$ cat src/rtl/rv_core_defs.svh
`ifndef RV_CORE_DEFS_SVH
`define RV_CORE_DEFS_SVH

// Data and address width of the core
`define RV_XLEN 32

// Number of architectural integer registers
`define RV_NREGS 32

// First fetch address once reset is released
`define RV_RESET_PC 32'h0000_0000

`endif

$ cat src/rtl/rv_core_pkg.sv
package rv_core_pkg;

    // Supported major opcodes
    typedef enum logic [6:0] {
        OP_LUI    = 7'b0110111,
        OP_JAL    = 7'b1101111,
        OP_JALR   = 7'b1100111,
        OP_BRANCH = 7'b1100011,
        OP_LOAD   = 7'b0000011,
        OP_STORE  = 7'b0100011,
        OP_IMM    = 7'b0010011,
        OP_REG    = 7'b0110011
    } rv_opcode_e;

    typedef enum logic [2:0] {
        ALU_ADD,
        ALU_SUB,
        ALU_AND,
        ALU_OR,
        ALU_XOR,
        ALU_SLT
    } alu_op_e;

    typedef enum logic [2:0] {
        IMM_I,
        IMM_S,
        IMM_B,
        IMM_U,
        IMM_J
    } imm_src_e;

    // Register write-back source
    typedef enum logic [1:0] {
        WB_ALU,
        WB_LOAD,
        WB_PC4,
        WB_UIMM
    } wb_src_e;

    typedef enum logic [1:0] {
        PC_SEQ,
        PC_PC_IMM,
        PC_REG_IMM
    } pc_src_e;

    typedef struct packed {
        logic [6:0] funct7;
        logic [4:0] rs2;
        logic [4:0] rs1;
        logic [2:0] funct3;
        logic [4:0] rd;
        rv_opcode_e opcode;
    } rv_r_t;

    typedef struct packed {
        logic [11:0] imm;
        logic [4:0]  rs1;
        logic [2:0]  funct3;
        logic [4:0]  rd;
        rv_opcode_e  opcode;
    } rv_i_t;

    typedef struct packed {
        logic [6:0] imm_hi;
        logic [4:0] rs2;
        logic [4:0] rs1;
        logic [2:0] funct3;
        logic [4:0] imm_lo;
        rv_opcode_e opcode;
    } rv_s_t;

    // Branch offset bits are scattered over the word
    typedef struct packed {
        logic       imm12;
        logic [5:0] imm10_5;
        logic [4:0] rs2;
        logic [4:0] rs1;
        logic [2:0] funct3;
        logic [3:0] imm4_1;
        logic       imm11;
        rv_opcode_e opcode;
    } rv_b_t;

    typedef struct packed {
        logic [19:0] imm31_12;
        logic [4:0]  rd;
        rv_opcode_e  opcode;
    } rv_u_t;

    typedef struct packed {
        logic       imm20;
        logic [9:0] imm10_1;
        logic       imm11;
        logic [7:0] imm19_12;
        logic [4:0] rd;
        rv_opcode_e opcode;
    } rv_j_t;

    // One instruction word, viewed per encoding format
    typedef union packed {
        rv_r_t r;
        rv_i_t i;
        rv_s_t s;
        rv_b_t b;
        rv_u_t u;
        rv_j_t j;
    } rv_instr_u;

endpackage

$ cat src/rtl/ctrl_if.sv
`timescale 1ns/100ps

interface ctrl_if;
    import rv_core_pkg::*;

    alu_op_e    alu_op;
    logic       alu_src_imm;
    imm_src_e   imm_src;
    wb_src_e    wb_src;
    logic       reg_write;
    logic       mem_read;
    logic       mem_write;
    logic [2:0] mem_funct3;
    logic       is_branch;
    logic       branch_ne;
    pc_src_e    jump_src;

    modport decoder (
        output alu_op, alu_src_imm, imm_src, wb_src, reg_write,
        output mem_read, mem_write, mem_funct3,
        output is_branch, branch_ne, jump_src
    );

    // Operand select, immediate format and next-PC control
    modport exec (
        input alu_op, alu_src_imm, imm_src, is_branch, branch_ne, jump_src
    );

    modport lsu (
        input mem_read, mem_write, mem_funct3
    );

endinterface

$ cat src/rtl/fetch_unit.sv
`timescale 1ns/100ps

`include "rv_core_defs.svh"

module fetch_unit (
    input  logic               clk,
    input  logic               rst_n,
    input  logic               i_stall,
    input  logic               i_redirect,
    input  logic [`RV_XLEN-1:0] i_target,
    output logic [`RV_XLEN-1:0] o_pc,
    output logic [`RV_XLEN-1:0] o_pc_plus4
);

    logic [`RV_XLEN-1:0] pc_q;
    logic [`RV_XLEN-1:0] pc_d;

    assign o_pc       = pc_q;
    assign o_pc_plus4 = pc_q + `RV_XLEN'(4);

    // Taken branch or jump overrides the sequential path
    always_comb begin
        if (i_redirect) begin
            pc_d = i_target;
        end else begin
            pc_d = o_pc_plus4;
        end
    end

    always_ff @(posedge clk) begin
        if (!rst_n) begin
            pc_q <= `RV_RESET_PC;
        end else if (!i_stall) begin
            pc_q <= pc_d;
        end
    end

    // Targets from the execute unit must keep fetch on word boundaries
    a_pc_aligned: assert property (
        @(posedge clk) disable iff (!rst_n) pc_q[1:0] == 2'b00
    ) else $error("PC not word aligned: %h", pc_q);

endmodule

$ cat src/rtl/control.sv
`timescale 1ns/100ps

`include "rv_core_defs.svh"

module control (
    input  rv_core_pkg::rv_instr_u i_instr,
    input  logic                   i_instr_valid,
    ctrl_if.decoder                o_ctrl
);
    import rv_core_pkg::*;

    localparam int REG_AW = $clog2(`RV_NREGS);

    logic [REG_AW-1:0] rd_idx;
    logic [2:0]        funct3;
    logic [6:0]        funct7;
    alu_op_e           alu_fn;
    logic              alu_f3_ok;
    logic              reg_f7_ok;

    assign rd_idx = i_instr.r.rd;
    assign funct3 = i_instr.r.funct3;
    assign funct7 = i_instr.r.funct7;

    // Shared ALU decode of funct3 for OP and OP-IMM
    always_comb begin
        case (funct3)
            3'b010:  alu_fn = ALU_SLT;
            3'b100:  alu_fn = ALU_XOR;
            3'b110:  alu_fn = ALU_OR;
            3'b111:  alu_fn = ALU_AND;
            default: alu_fn = ALU_ADD;
        endcase
    end

    // Shift encodings are not implemented
    assign alu_f3_ok = funct3 inside {3'b000, 3'b010, 3'b100, 3'b110, 3'b111};
    assign reg_f7_ok = (funct7 == 7'h00) || (funct7 == 7'h20 && funct3 == 3'b000);

    always_comb begin
        o_ctrl.alu_op      = ALU_ADD;
        o_ctrl.alu_src_imm = 1'b0;
        o_ctrl.imm_src     = IMM_I;
        o_ctrl.wb_src      = WB_ALU;
        o_ctrl.reg_write   = 1'b0;
        o_ctrl.mem_read    = 1'b0;
        o_ctrl.mem_write   = 1'b0;
        o_ctrl.mem_funct3  = funct3;
        o_ctrl.is_branch   = 1'b0;
        o_ctrl.branch_ne   = 1'b0;
        o_ctrl.jump_src    = PC_SEQ;
        if (i_instr_valid) begin
            case (i_instr.r.opcode)
                OP_LUI: begin
                    o_ctrl.imm_src   = IMM_U;
                    o_ctrl.wb_src    = WB_UIMM;
                    o_ctrl.reg_write = 1'b1;
                end
                OP_JAL: begin
                    o_ctrl.imm_src   = IMM_J;
                    o_ctrl.wb_src    = WB_PC4;
                    o_ctrl.reg_write = 1'b1;
                    o_ctrl.jump_src  = PC_PC_IMM;
                end
                OP_JALR: begin
                    if (funct3 == 3'b000) begin
                        o_ctrl.wb_src    = WB_PC4;
                        o_ctrl.reg_write = 1'b1;
                        o_ctrl.jump_src  = PC_REG_IMM;
                    end
                end
                OP_BRANCH: begin
                    // Only beq and bne
                    if (funct3[2:1] == 2'b00) begin
                        o_ctrl.imm_src   = IMM_B;
                        o_ctrl.is_branch = 1'b1;
                        o_ctrl.branch_ne = funct3[0];
                    end
                end
                OP_LOAD: begin
                    if (funct3 inside {3'b000, 3'b001, 3'b010, 3'b100, 3'b101}) begin
                        o_ctrl.alu_src_imm = 1'b1;
                        o_ctrl.mem_read    = 1'b1;
                        o_ctrl.wb_src      = WB_LOAD;
                        o_ctrl.reg_write   = 1'b1;
                    end
                end
                OP_STORE: begin
                    if (funct3 inside {3'b000, 3'b001, 3'b010}) begin
                        o_ctrl.imm_src     = IMM_S;
                        o_ctrl.alu_src_imm = 1'b1;
                        o_ctrl.mem_write   = 1'b1;
                    end
                end
                OP_IMM: begin
                    if (alu_f3_ok) begin
                        o_ctrl.alu_op      = alu_fn;
                        o_ctrl.alu_src_imm = 1'b1;
                        o_ctrl.reg_write   = 1'b1;
                    end
                end
                OP_REG: begin
                    if (alu_f3_ok && reg_f7_ok) begin
                        o_ctrl.alu_op    = funct7[5] ? ALU_SUB : alu_fn;
                        o_ctrl.reg_write = 1'b1;
                    end
                end
                default: begin
                end
            endcase
        end
        // x0 is never written
        if (rd_idx == '0) begin
            o_ctrl.reg_write = 1'b0;
        end
    end

    // A single data port cannot read and write in the same access
    always_comb begin
        assert (!(o_ctrl.mem_read && o_ctrl.mem_write))
            else $error("mem_read and mem_write both high");
    end

endmodule

$ cat src/rtl/regfile.sv
`timescale 1ns/100ps

`include "rv_core_defs.svh"

module regfile (
    input  logic                        clk,
    input  logic                        rst_n,
    input  logic [$clog2(`RV_NREGS)-1:0] i_rs1,
    input  logic [$clog2(`RV_NREGS)-1:0] i_rs2,
    input  logic [$clog2(`RV_NREGS)-1:0] i_rd,
    input  logic                        i_we,
    input  logic [`RV_XLEN-1:0]          i_wdata,
    output logic [`RV_XLEN-1:0]          o_rdata1,
    output logic [`RV_XLEN-1:0]          o_rdata2
);

    logic [`RV_XLEN-1:0] regs [`RV_NREGS];

    always_ff @(posedge clk) begin
        if (!rst_n) begin
            for (int k = 0; k < `RV_NREGS; k++) begin
                regs[k] <= '0;
            end
        end else if (i_we && i_rd != '0) begin
            regs[i_rd] <= i_wdata;
        end
    end

    // Asynchronous reads, x0 hardwired to zero
    assign o_rdata1 = (i_rs1 == '0) ? '0 : regs[i_rs1];
    assign o_rdata2 = (i_rs2 == '0) ? '0 : regs[i_rs2];

endmodule

$ cat src/rtl/execute_unit.sv
`timescale 1ns/100ps

`include "rv_core_defs.svh"

module execute_unit (
    input  rv_core_pkg::rv_instr_u i_instr,
    input  logic [`RV_XLEN-1:0]    i_pc,
    input  logic [`RV_XLEN-1:0]    i_rs1_data,
    input  logic [`RV_XLEN-1:0]    i_rs2_data,
    ctrl_if.exec                   i_ctrl,
    output logic [`RV_XLEN-1:0]    o_alu_result,
    output logic [`RV_XLEN-1:0]    o_imm,
    output logic                   o_redirect,
    output logic [`RV_XLEN-1:0]    o_target
);
    import rv_core_pkg::*;

    logic [`RV_XLEN-1:0] op_b;
    logic [`RV_XLEN-1:0] pc_imm;
    logic [`RV_XLEN-1:0] reg_imm;
    logic                rs_equal;
    logic                take_branch;

    // Immediate assembly per format
    always_comb begin
        case (i_ctrl.imm_src)
            IMM_I: o_imm = {{20{i_instr.i.imm[11]}}, i_instr.i.imm};
            IMM_S: o_imm = {{20{i_instr.s.imm_hi[6]}}, i_instr.s.imm_hi, i_instr.s.imm_lo};
            IMM_B: o_imm = {{19{i_instr.b.imm12}}, i_instr.b.imm12, i_instr.b.imm11,
                            i_instr.b.imm10_5, i_instr.b.imm4_1, 1'b0};
            IMM_U: o_imm = {i_instr.u.imm31_12, 12'b0};
            IMM_J: o_imm = {{11{i_instr.j.imm20}}, i_instr.j.imm20, i_instr.j.imm19_12,
                            i_instr.j.imm11, i_instr.j.imm10_1, 1'b0};
            default: o_imm = '0;
        endcase
    end

    assign op_b = i_ctrl.alu_src_imm ? o_imm : i_rs2_data;

    always_comb begin
        case (i_ctrl.alu_op)
            ALU_SUB: o_alu_result = i_rs1_data - op_b;
            ALU_AND: o_alu_result = i_rs1_data & op_b;
            ALU_OR:  o_alu_result = i_rs1_data | op_b;
            ALU_XOR: o_alu_result = i_rs1_data ^ op_b;
            ALU_SLT: begin
                o_alu_result = {{(`RV_XLEN-1){1'b0}},
                                $signed(i_rs1_data) < $signed(op_b)};
            end
            default: o_alu_result = i_rs1_data + op_b;
        endcase
    end

    // beq takes on equal, bne on not equal
    assign rs_equal    = (i_rs1_data == i_rs2_data);
    assign take_branch = i_ctrl.is_branch && (rs_equal ^ i_ctrl.branch_ne);

    assign pc_imm  = i_pc + o_imm;
    assign reg_imm = i_rs1_data + o_imm;

    assign o_redirect = take_branch || (i_ctrl.jump_src != PC_SEQ);

    // jalr drops bit 0 of the sum
    always_comb begin
        if (i_ctrl.jump_src == PC_REG_IMM) begin
            o_target = {reg_imm[`RV_XLEN-1:1], 1'b0};
        end else begin
            o_target = pc_imm;
        end
    end

endmodule

$ cat src/rtl/load_store_unit.sv
`timescale 1ns/100ps

`include "rv_core_defs.svh"

module load_store_unit (
    input  logic [`RV_XLEN-1:0]   i_addr,
    input  logic [`RV_XLEN-1:0]   i_rs2_data,
    ctrl_if.lsu                   i_ctrl,
    input  logic                  i_dmem_valid,
    input  logic [`RV_XLEN-1:0]   i_dmem_rdata,
    output logic [`RV_XLEN-1:0]   o_dmem_addr,
    output logic [`RV_XLEN-1:0]   o_dmem_wdata,
    output logic [`RV_XLEN/8-1:0] o_dmem_be,
    output logic                  o_dmem_we,
    output logic                  o_dmem_re,
    output logic [`RV_XLEN-1:0]   o_load_data,
    output logic                  o_mem_stall
);

    logic [`RV_XLEN/8-1:0] lanes;
    logic [`RV_XLEN-1:0]   shifted;

    assign o_dmem_addr = {i_addr[`RV_XLEN-1:2], 2'b00};
    assign o_dmem_we   = i_ctrl.mem_write;
    assign o_dmem_re   = i_ctrl.mem_read;

    // Held until the memory accepts the access
    assign o_mem_stall = (o_dmem_we || o_dmem_re) && !i_dmem_valid;

    // Size from funct3[1:0], lane from the low address bits
    always_comb begin
        case (i_ctrl.mem_funct3[1:0])
            2'b00: begin
                o_dmem_wdata = {4{i_rs2_data[7:0]}};
                lanes        = 4'b0001 << i_addr[1:0];
            end
            2'b01: begin
                o_dmem_wdata = {2{i_rs2_data[15:0]}};
                lanes        = i_addr[1] ? 4'b1100 : 4'b0011;
            end
            default: begin
                o_dmem_wdata = i_rs2_data;
                lanes        = 4'b1111;
            end
        endcase
    end

    // Strobes only qualify writes
    assign o_dmem_be = o_dmem_we ? lanes : '0;

    assign shifted = i_dmem_rdata >> {i_addr[1:0], 3'b000};

    always_comb begin
        case (i_ctrl.mem_funct3)
            3'b000:  o_load_data = {{24{shifted[7]}}, shifted[7:0]};
            3'b001:  o_load_data = {{16{shifted[15]}}, shifted[15:0]};
            3'b100:  o_load_data = {24'b0, shifted[7:0]};
            3'b101:  o_load_data = {16'b0, shifted[15:0]};
            default: o_load_data = i_dmem_rdata;
        endcase
    end

    // Program and ALU must never produce an odd halfword address
    always_comb begin
        if ((o_dmem_we || o_dmem_re) && i_ctrl.mem_funct3[1:0] == 2'b01) begin
            assert (i_addr[0] == 1'b0)
                else $error("odd halfword access at %h", i_addr);
        end
    end

endmodule

$ cat src/rtl/rv_core.sv
`timescale 1ns/100ps

`include "rv_core_defs.svh"

module rv_core (
    input  logic                  clk,
    input  logic                  rst_n,
    output logic [`RV_XLEN-1:0]   o_imem_addr,
    input  logic [`RV_XLEN-1:0]   i_imem_data,
    input  logic                  i_imem_valid,
    output logic [`RV_XLEN-1:0]   o_dmem_addr,
    output logic [`RV_XLEN-1:0]   o_dmem_wdata,
    output logic [`RV_XLEN/8-1:0] o_dmem_be,
    output logic                  o_dmem_we,
    output logic                  o_dmem_re,
    input  logic [`RV_XLEN-1:0]   i_dmem_rdata,
    input  logic                  i_dmem_valid
);
    import rv_core_pkg::*;

    rv_instr_u           instr;
    logic                instr_valid;
    logic                mem_stall;
    logic                stall;
    logic                redirect;
    logic [`RV_XLEN-1:0] target;
    logic [`RV_XLEN-1:0] pc_plus4;
    logic [`RV_XLEN-1:0] rs1_data;
    logic [`RV_XLEN-1:0] rs2_data;
    logic [`RV_XLEN-1:0] alu_result;
    logic [`RV_XLEN-1:0] imm;
    logic [`RV_XLEN-1:0] load_data;
    logic [`RV_XLEN-1:0] wb_data;
    logic                reg_we;

    assign instr = i_imem_data;

    // Nothing counts as fetched while in reset
    assign instr_valid = i_imem_valid && rst_n;
    assign stall       = !instr_valid || mem_stall;
    assign reg_we      = u_ctrl.reg_write && !stall;

    ctrl_if u_ctrl ();

    fetch_unit u_fetch (
        .clk        (clk),
        .rst_n      (rst_n),
        .i_stall    (stall),
        .i_redirect (redirect),
        .i_target   (target),
        .o_pc       (o_imem_addr),
        .o_pc_plus4 (pc_plus4)
    );

    control u_control (
        .i_instr       (instr),
        .i_instr_valid (instr_valid),
        .o_ctrl        (u_ctrl)
    );

    regfile u_regfile (
        .clk      (clk),
        .rst_n    (rst_n),
        .i_rs1    (instr.r.rs1),
        .i_rs2    (instr.r.rs2),
        .i_rd     (instr.r.rd),
        .i_we     (reg_we),
        .i_wdata  (wb_data),
        .o_rdata1 (rs1_data),
        .o_rdata2 (rs2_data)
    );

    execute_unit u_execute (
        .i_instr      (instr),
        .i_pc         (o_imem_addr),
        .i_rs1_data   (rs1_data),
        .i_rs2_data   (rs2_data),
        .i_ctrl       (u_ctrl),
        .o_alu_result (alu_result),
        .o_imm        (imm),
        .o_redirect   (redirect),
        .o_target     (target)
    );

    load_store_unit u_lsu (
        .i_addr       (alu_result),
        .i_rs2_data   (rs2_data),
        .i_ctrl       (u_ctrl),
        .i_dmem_valid (i_dmem_valid),
        .i_dmem_rdata (i_dmem_rdata),
        .o_dmem_addr  (o_dmem_addr),
        .o_dmem_wdata (o_dmem_wdata),
        .o_dmem_be    (o_dmem_be),
        .o_dmem_we    (o_dmem_we),
        .o_dmem_re    (o_dmem_re),
        .o_load_data  (load_data),
        .o_mem_stall  (mem_stall)
    );

    // Write-back select
    always_comb begin
        case (u_ctrl.wb_src)
            WB_LOAD: wb_data = load_data;
            WB_PC4:  wb_data = pc_plus4;
            WB_UIMM: wb_data = imm;
            default: wb_data = alu_result;
        endcase
    end

endmodule

$ cat config.mk
export PLATFORM = sky130hd
export DESIGN_NAME = rv_core
export DESIGN_NICKNAME = d
export VERILOG_FILES = /design/src/rtl/rv_core_pkg.sv /design/src/rtl/ctrl_if.sv /design/src/rtl/fetch_unit.sv /design/src/rtl/control.sv /design/src/rtl/regfile.sv /design/src/rtl/execute_unit.sv /design/src/rtl/load_store_unit.sv /design/src/rtl/rv_core.sv
export VERILOG_INCLUDE_DIRS = /design/src /design/src/rtl
export SDC_FILE = /design/constraint.sdc
export NUM_CORES = 2
export LEC_CHECK = 0
export BUFFER_PORTS_ARGS = -buffer_cell sky130_fd_sc_hd__clkbuf_2
export CAP_MARGIN = 15
export CORE_UTILIZATION = 40
export DETAILED_ROUTE_END_ITERATION = 12
export GPL_ROUTABILITY_DRIVEN = 0
export GPL_TIMING_DRIVEN = 0
export PLACE_DENSITY_LB_ADDON = 0.25
export REMOVE_ABC_BUFFERS = 1
export SYNTH_ARGS = -nofsm -noshare
export SYNTH_HDL_FRONTEND = slang
export SYNTH_SLANG_ARGS = --single-unit
$ cat constraint.sdc
create_clock -name clk -period 6.25 [get_ports clk]
set_input_delay 0 -clock clk [delete_from_list [all_inputs] [get_ports clk]]
set_output_delay 0 -clock clk [all_outputs]
set_load 0.02 [all_outputs]
# Word-level counts from Yosys, hierarchy flattened

Memory sizes are Yosys's and may differ from the RTL's.
Index checks and enable logic that the tools add are counted.

$add $sub $neg: 5
Magnitude comparators: 1
Eq/ne operators: 30
Shift-type cells: 2
Muxes and demuxes: 56
Bitwise gates (word level): 4
Reductions and logical operators: 29

Operators with widths:

| kind                                                                  | count |
|---|---|
| 32-bit one-hot mux with 5 select lines                                | 2 |
| 32-bit 2-to-1 mux                                                     | 6 |
| 32-bit one-hot mux with 4 select lines                                | 1 |
| 32-bit adder                                                          | 3 |
| 32-bit one-hot mux with 3 select lines                                | 1 |
| 32-bit one-hot mux with 2 select lines                                | 1 |
| 32-bit by 3-bit adder with 32-bit output, second input constant       | 1 |
| 32-bit bitwise AND                                                    | 1 |
| 32-bit equality test                                                  | 1 |
| 32-bit less-than comparator                                           | 1 |
| 32-bit OR                                                             | 1 |
| 32-bit OR reduction                                                   | 1 |
| 32-bit by 5-bit right shift with 16-bit output                        | 1 |
| 32-bit subtractor                                                     | 1 |
| 32-bit bitwise XOR                                                    | 1 |
| 7-bit by 6-bit equality test with 1-bit output, second input constant | 4 |
| 1-bit 2-to-1 mux                                                      | 25 |
| 3-bit one-hot mux with 4 select lines                                 | 2 |
| 3-bit equality test, second input constant                            | 7 |
| 7-bit equality test, second input constant                            | 3 |
| 3-bit by 2-bit equality test with 1-bit output, second input constant | 5 |
| 5-bit logical NOT                                                     | 3 |
| 3-bit 2-to-1 mux                                                      | 5 |
| 5-bit nonzero test                                                    | 3 |
| 25 further kinds                                                      | 47 |

Register bits after elaboration: 32
Memory bits (writable): 1024
Input port bits: 68
Output and inout port bits: 102
Logic and storage cells: 129
Memories kept: 1

Memories:

| name           | depth | bits a word | read ports | clocked after memory_dff | wr ports | line          | RTL |
|---|---|---|---|---|---|---|---|
| u_regfile.regs | 32    | 32          | 2          | 0                        | 32       | regfile.sv:17 | `` logic [`RV_XLEN-1:0] regs [`RV_NREGS]; `` |

# Depth between registers and ports, before layout

Depth after elaboration: 16
Gate-level depth with buffers: 28
Gate-level depth less buffers: 22

# Modules after synthesis

A second synthesis with hierarchy kept.

Cells, all modules: 5826
Area, all modules: 69661.8 um^2

By module, submodules not included:

| module          | times used | cells each | area an instance (um^2) | seq. area each (um^2) |
|---|---|---|---|---|
| regfile         | 1          | 3650       | 54521.0                 | 30749.5 |
| execute_unit    | 1          | 1497       | 9679.3                  | 0.0 |
| fetch_unit      | 1          | 313        | 2419.8                  | 640.6 |
| load_store_unit | 1          | 238        | 1656.6                  | 0.0 |
| rv_core         | 1          | 42         | 838.3                   | 0.0 |
| control         | 1          | 86         | 546.8                   | 0.0 |

# Worst setup path before layout

Ideal clock, no wire load.

Path type: in2reg
Start: input i_imem_data[20]
End: memory u_regfile.regs[22][6] (netlist bit) (data pin)
Arrival time: 5.843 ns
Data required time: 5.984 ns
Setup slack: 0.141 ns
Cell stages on the path: 25
Cell sequence: buf_4 > buf_4 > buf_4 > buf_2 > mux4_2 > a2111oi_0 > a21oi_1 > nand2_1 > o21ai_0 > inv_1 > ha_1 > clkbuf_1 > nor3_1 > o211a_1 > o31ai_1 > a211o_1 > a2111oi_1 > o211a_1 > buf_1 > mux2_2 > o211ai_1 > a21oi_1 > o22ai_1 > clkbuf_1 > nor2_1

RTL lines:

| element            | line          | RTL |
|---|---|---|
| start: declaration | rv_core.sv:9  | `` input logic [`RV_XLEN-1:0] i_imem_data, `` |
| end: declaration   | regfile.sv:17 |  |

# Final worst setup path

Start: input i_imem_data[17]
End: output o_dmem_addr[24]

Cells in the longest elaborated chain, start to end: 4
Elaborated cells on any way between the ends: 11

RTL lines:

| element                                               | line                              | RTL |
|---|---|---|
| memory read 32 x 32 bit, or another cell as far along | n/a                               |  |
| 32-bit 2-to-1 mux, on equally long branches           | regfile.sv:30, execute_unit.sv:38 |  |
| 32-bit adder, or another cell as far along            | execute_unit.sv:50                | `default: o_alu_result = i_rs1_data + op_b;` |
| 32-bit one-hot mux with 5 select lines *              | execute_unit.sv:41                | `case (i_ctrl.alu_op)` |
| end: declaration                                      | rv_core.sv:11                     | `` output logic [`RV_XLEN-1:0] o_dmem_addr, `` |

Mark *: on every way between the ends. The rest lies on a longest branch, timed or not.

==> impl_metrics.json <==
{
  "ys_seq_area_frac": 0.4818,
  "io_pins": 170,
  "n_fill_cell": 14216,
  "clockPowerShare": 0.328,
  "final_cell_mix": "nor2_1 (1165), edfxtp_1 (1024), mux4_2 (506)",
  "die_w_um": 405.6,
  "ys_seq_elements": 1056,
  "combPwrFrac": 0.297,
  "path_cells": "buf_8, buf_16, mux4_2, mux4_2, a2bb2oi_2, nand2_2, inv_1, ha_1, inv_1, fa_1, nor2b_1, o21ai_0, a21o_1, a21oi_1, a2bb2oi_1, a21oi_1, o21ai_1, a21o_1, a221oi_1, o21ai_1, clkbuf_2",
  "routedWlPerCell_um": 33.70,
  "power.density_nw_per_um2": 284.2,
  "maxCapViolations": 0,
  "die-area_um2": 164500,
  "holdWs_ns": 0.08549,
  "fp.dieH_um": 405.6,
  "dr_total_vias": 52741,
  "synth_cells": 5522,
  "area_growth_pct": 16.61,
  "yosysWarnings": 0,
  "skew_ns": 0.03003,
  "clk_latency_ns": 0.75,
  "cp_top_family": "compound AO/OA/AOI/OAI gates",
  "regArea_um2": 31390,
  "dp.cells": 7531,
  "cts_buffers": 113,
  "finalWirelength_um": 264500,
  "grt_overflow": 0,
  "grt_pass1_vias": 50136,
  "root_buffer": "clkbuf_16",
  "clockBufferDepth": 3,
  "synth_cell_type_count": 89,
  "setup_viol": 0,
  "slew_headroom": 0.1289,
  "fmax_ghz": 0.1609,
  "fin_crit_sh": 0.9946,
  "firstDrtPassIters": 6,
  "hold_violations": 0,
  "critical-path-slowest-cell": "o21ai_1",
  "drv_slew": 0,
  "hp-class": "in -> reg",
  "switchingPower_mw": 7.326,
  "hpwl_um": 169500,
  "min_period_ns": 6.216,
  "multi_input_area_um2": 32150,
  "ant_nets": 0,
  "endpoint_kind": "output pin",
  "drcViolationCount": 0,
  "syn_area_um2": 65160,
  "cts_tree": "yes",
  "vias_per_cell": 6.721,
  "seq_power_share": 0.376,
  "switching_share": 0.3393,
  "cp_max_fo": 73,
  "grt_usage": 0.3144,
  "cp-start-kind": "input pin",
  "ir_drop_mv": 0.2496,
  "grt_pass1_wl_um": 368200,
  "grt_max_degree": 90,
  "critPathKind": "in -> out",
  "async_reset_ff_frac": 0,
  "drive_above_1_share": 0.2302,
  "initial_core_util": 0.4044,
  "finalNonFillerCells": 7847,
  "p_leak_nw": 27.90,
  "cts.clk_slew.worst_paths_ns": 0.06,
  "internal-power_mw": 14.27,
  "arrival_ns": 6.22,
  "layout.nets": 5817,
  "synth_edf_count": 1024,
  "rows": 147,
  "worstMarginPinSlew_ns": 1.305,
  "status": "finished clean",
  "cts_sinks": 1056,
  "cpPeakStageDelay_ns": 0.66,
  "port_buffers": 167,
  "synthFlopType": "edfxtp_1",
  "cp.buffers_inverters": 5,
  "final_common_cell": "nor2_1",
  "antenna_found_initial": 10,
  "worst_ep_required_time_ns": 6.25,
  "core_area_um2": 161100,
  "syn_area_per_cell_um2": 11.80,
  "drtIter0Drc": 9255,
  "htreeDepth": 3
}
## tightest hold or removal path: cells and delay by family
| kind | cells | cell delay [ns] |
|---|---|---|
| and+or+nand+nor | 1 | 0.10 |
| muxes | 1 | 0.26 |
| buffers and inverters | 2 | 0.25 |
| AOI/OAI and AO/OA | 1 | 0.07 |
## cell type report
type	instances	area share
diodes	1	0.00003294
multi-input cells	3846	0.4232
flip-flops and latches	1056	0.4131
repair buffers	417	0.06979
well taps	2160	0.03557
inverters	152	0.007625
repair inverters	1	0.00006587
clock buffers	130	0.03918
clock inverters	84	0.01143
## registers in the layout, summed over array words and instances, names as in the netlist
name,cells
u_regfile.regs,1024
u_fetch.o_pc,32
## worst paths after layout
| path | start | endpoint | slack (ns) | depth (start not counted) |
|---|---|---|---|---|
| max | i_imem_data[17] | o_dmem_addr[24] | 0.03 | 21 |
| min | i_dmem_rdata[3] | u_regfile.regs[15][3] | 0.09 | 5 |
| max reg2reg | u_regfile.regs[31][27] | u_regfile.regs[21][17] | 0.04 | 18 |
| min reg2reg | u_fetch.o_pc[19] | u_fetch.o_pc[19] | 0.56 | 2 |
## Yosys cell counts (58+ instances only)
cell	instances	area, um^2
buf_2	144	720.7
nand3_1	71	355.3
nor2_1	1171	4395
ha_1	158	1977
nand2_1	319	1197
xor2_1	58	508.0
edfxtp_1	1024	30750
xnor2_1	63	551.8
o22ai_1	75	469.2
a21oi_1	190	950.9
o21ai_0	193	965.9
mux4_2	506	11400
mux2i_1	166	1662
clkbuf_1	284	1066
nand4_1	69	431.7
inv_1	150	563.0
a22oi_1	70	525.5
## cells by family after synthesis
family,Yosys count,share of synthesized area
buffers and inverters,656,0.04470
xor gates and xnor gates,121,0.01627
muxes,681,0.2020
DFF,1056,0.4818
AOI/OAI and AO/OA,997,0.1046
and+or+nand+nor,1847,0.1189
other,1,0.00005755
adders and majority gates,163,0.03172
## per-stage QoR
stage,util,setup TNS [ns],power [mW],setup WS [ns],instance area (um^2)
6_report,0.4716,0,21.59,0.03354,75980
4_1_cts,0.4682,-0.000007105,21.29,-0.000007105,75430
3_5_place_dp,0.4367,-4093.80,14.02,-4.229,70360
3_3_place_gp,0.4126,-,13.57,-17.33,66480
2_1_floorplan,-,-1749.21,11.24,-2.417,62940
5_1_grt,0.4715,-0.1739,22.09,-0.01644,75980
## metal layers
metal  vias to the layer above  global-route usage  wire [um]
li1                      21114                   -          -
met1                     26506              0.4068      95200
met2                      4230              0.4821     117700
met3                       883             0.08180      35620
met4                         8              0.1704      15860
met5                         -                   0         46
## power groups by stage
stage / combinational [mW] / clock, mW / sequential, mW
after floorplan: 3.02 / 0 / 8.21
after global placement: 5.31 / 0 / 8.26
after detailed placement: 5.77 / 0 / 8.25
after CTS: 6.09 / 7.09 / 8.11
after global routing: 6.60 / 7.35 / 8.14
final: 6.40 / 7.07 / 8.11
## what timing repair did
item / in CTS / in global routing
setup buffers: 39 / 27
cloned: 16 / 5
resized for setup: 95 / 52
endpoints found under the setup margin: 1061 / 959
pin swaps: 21 / 27
hold buffers: 12 / 0
hold endpoints to repair: 90 / 0
(Power assumes the default switching activity.)
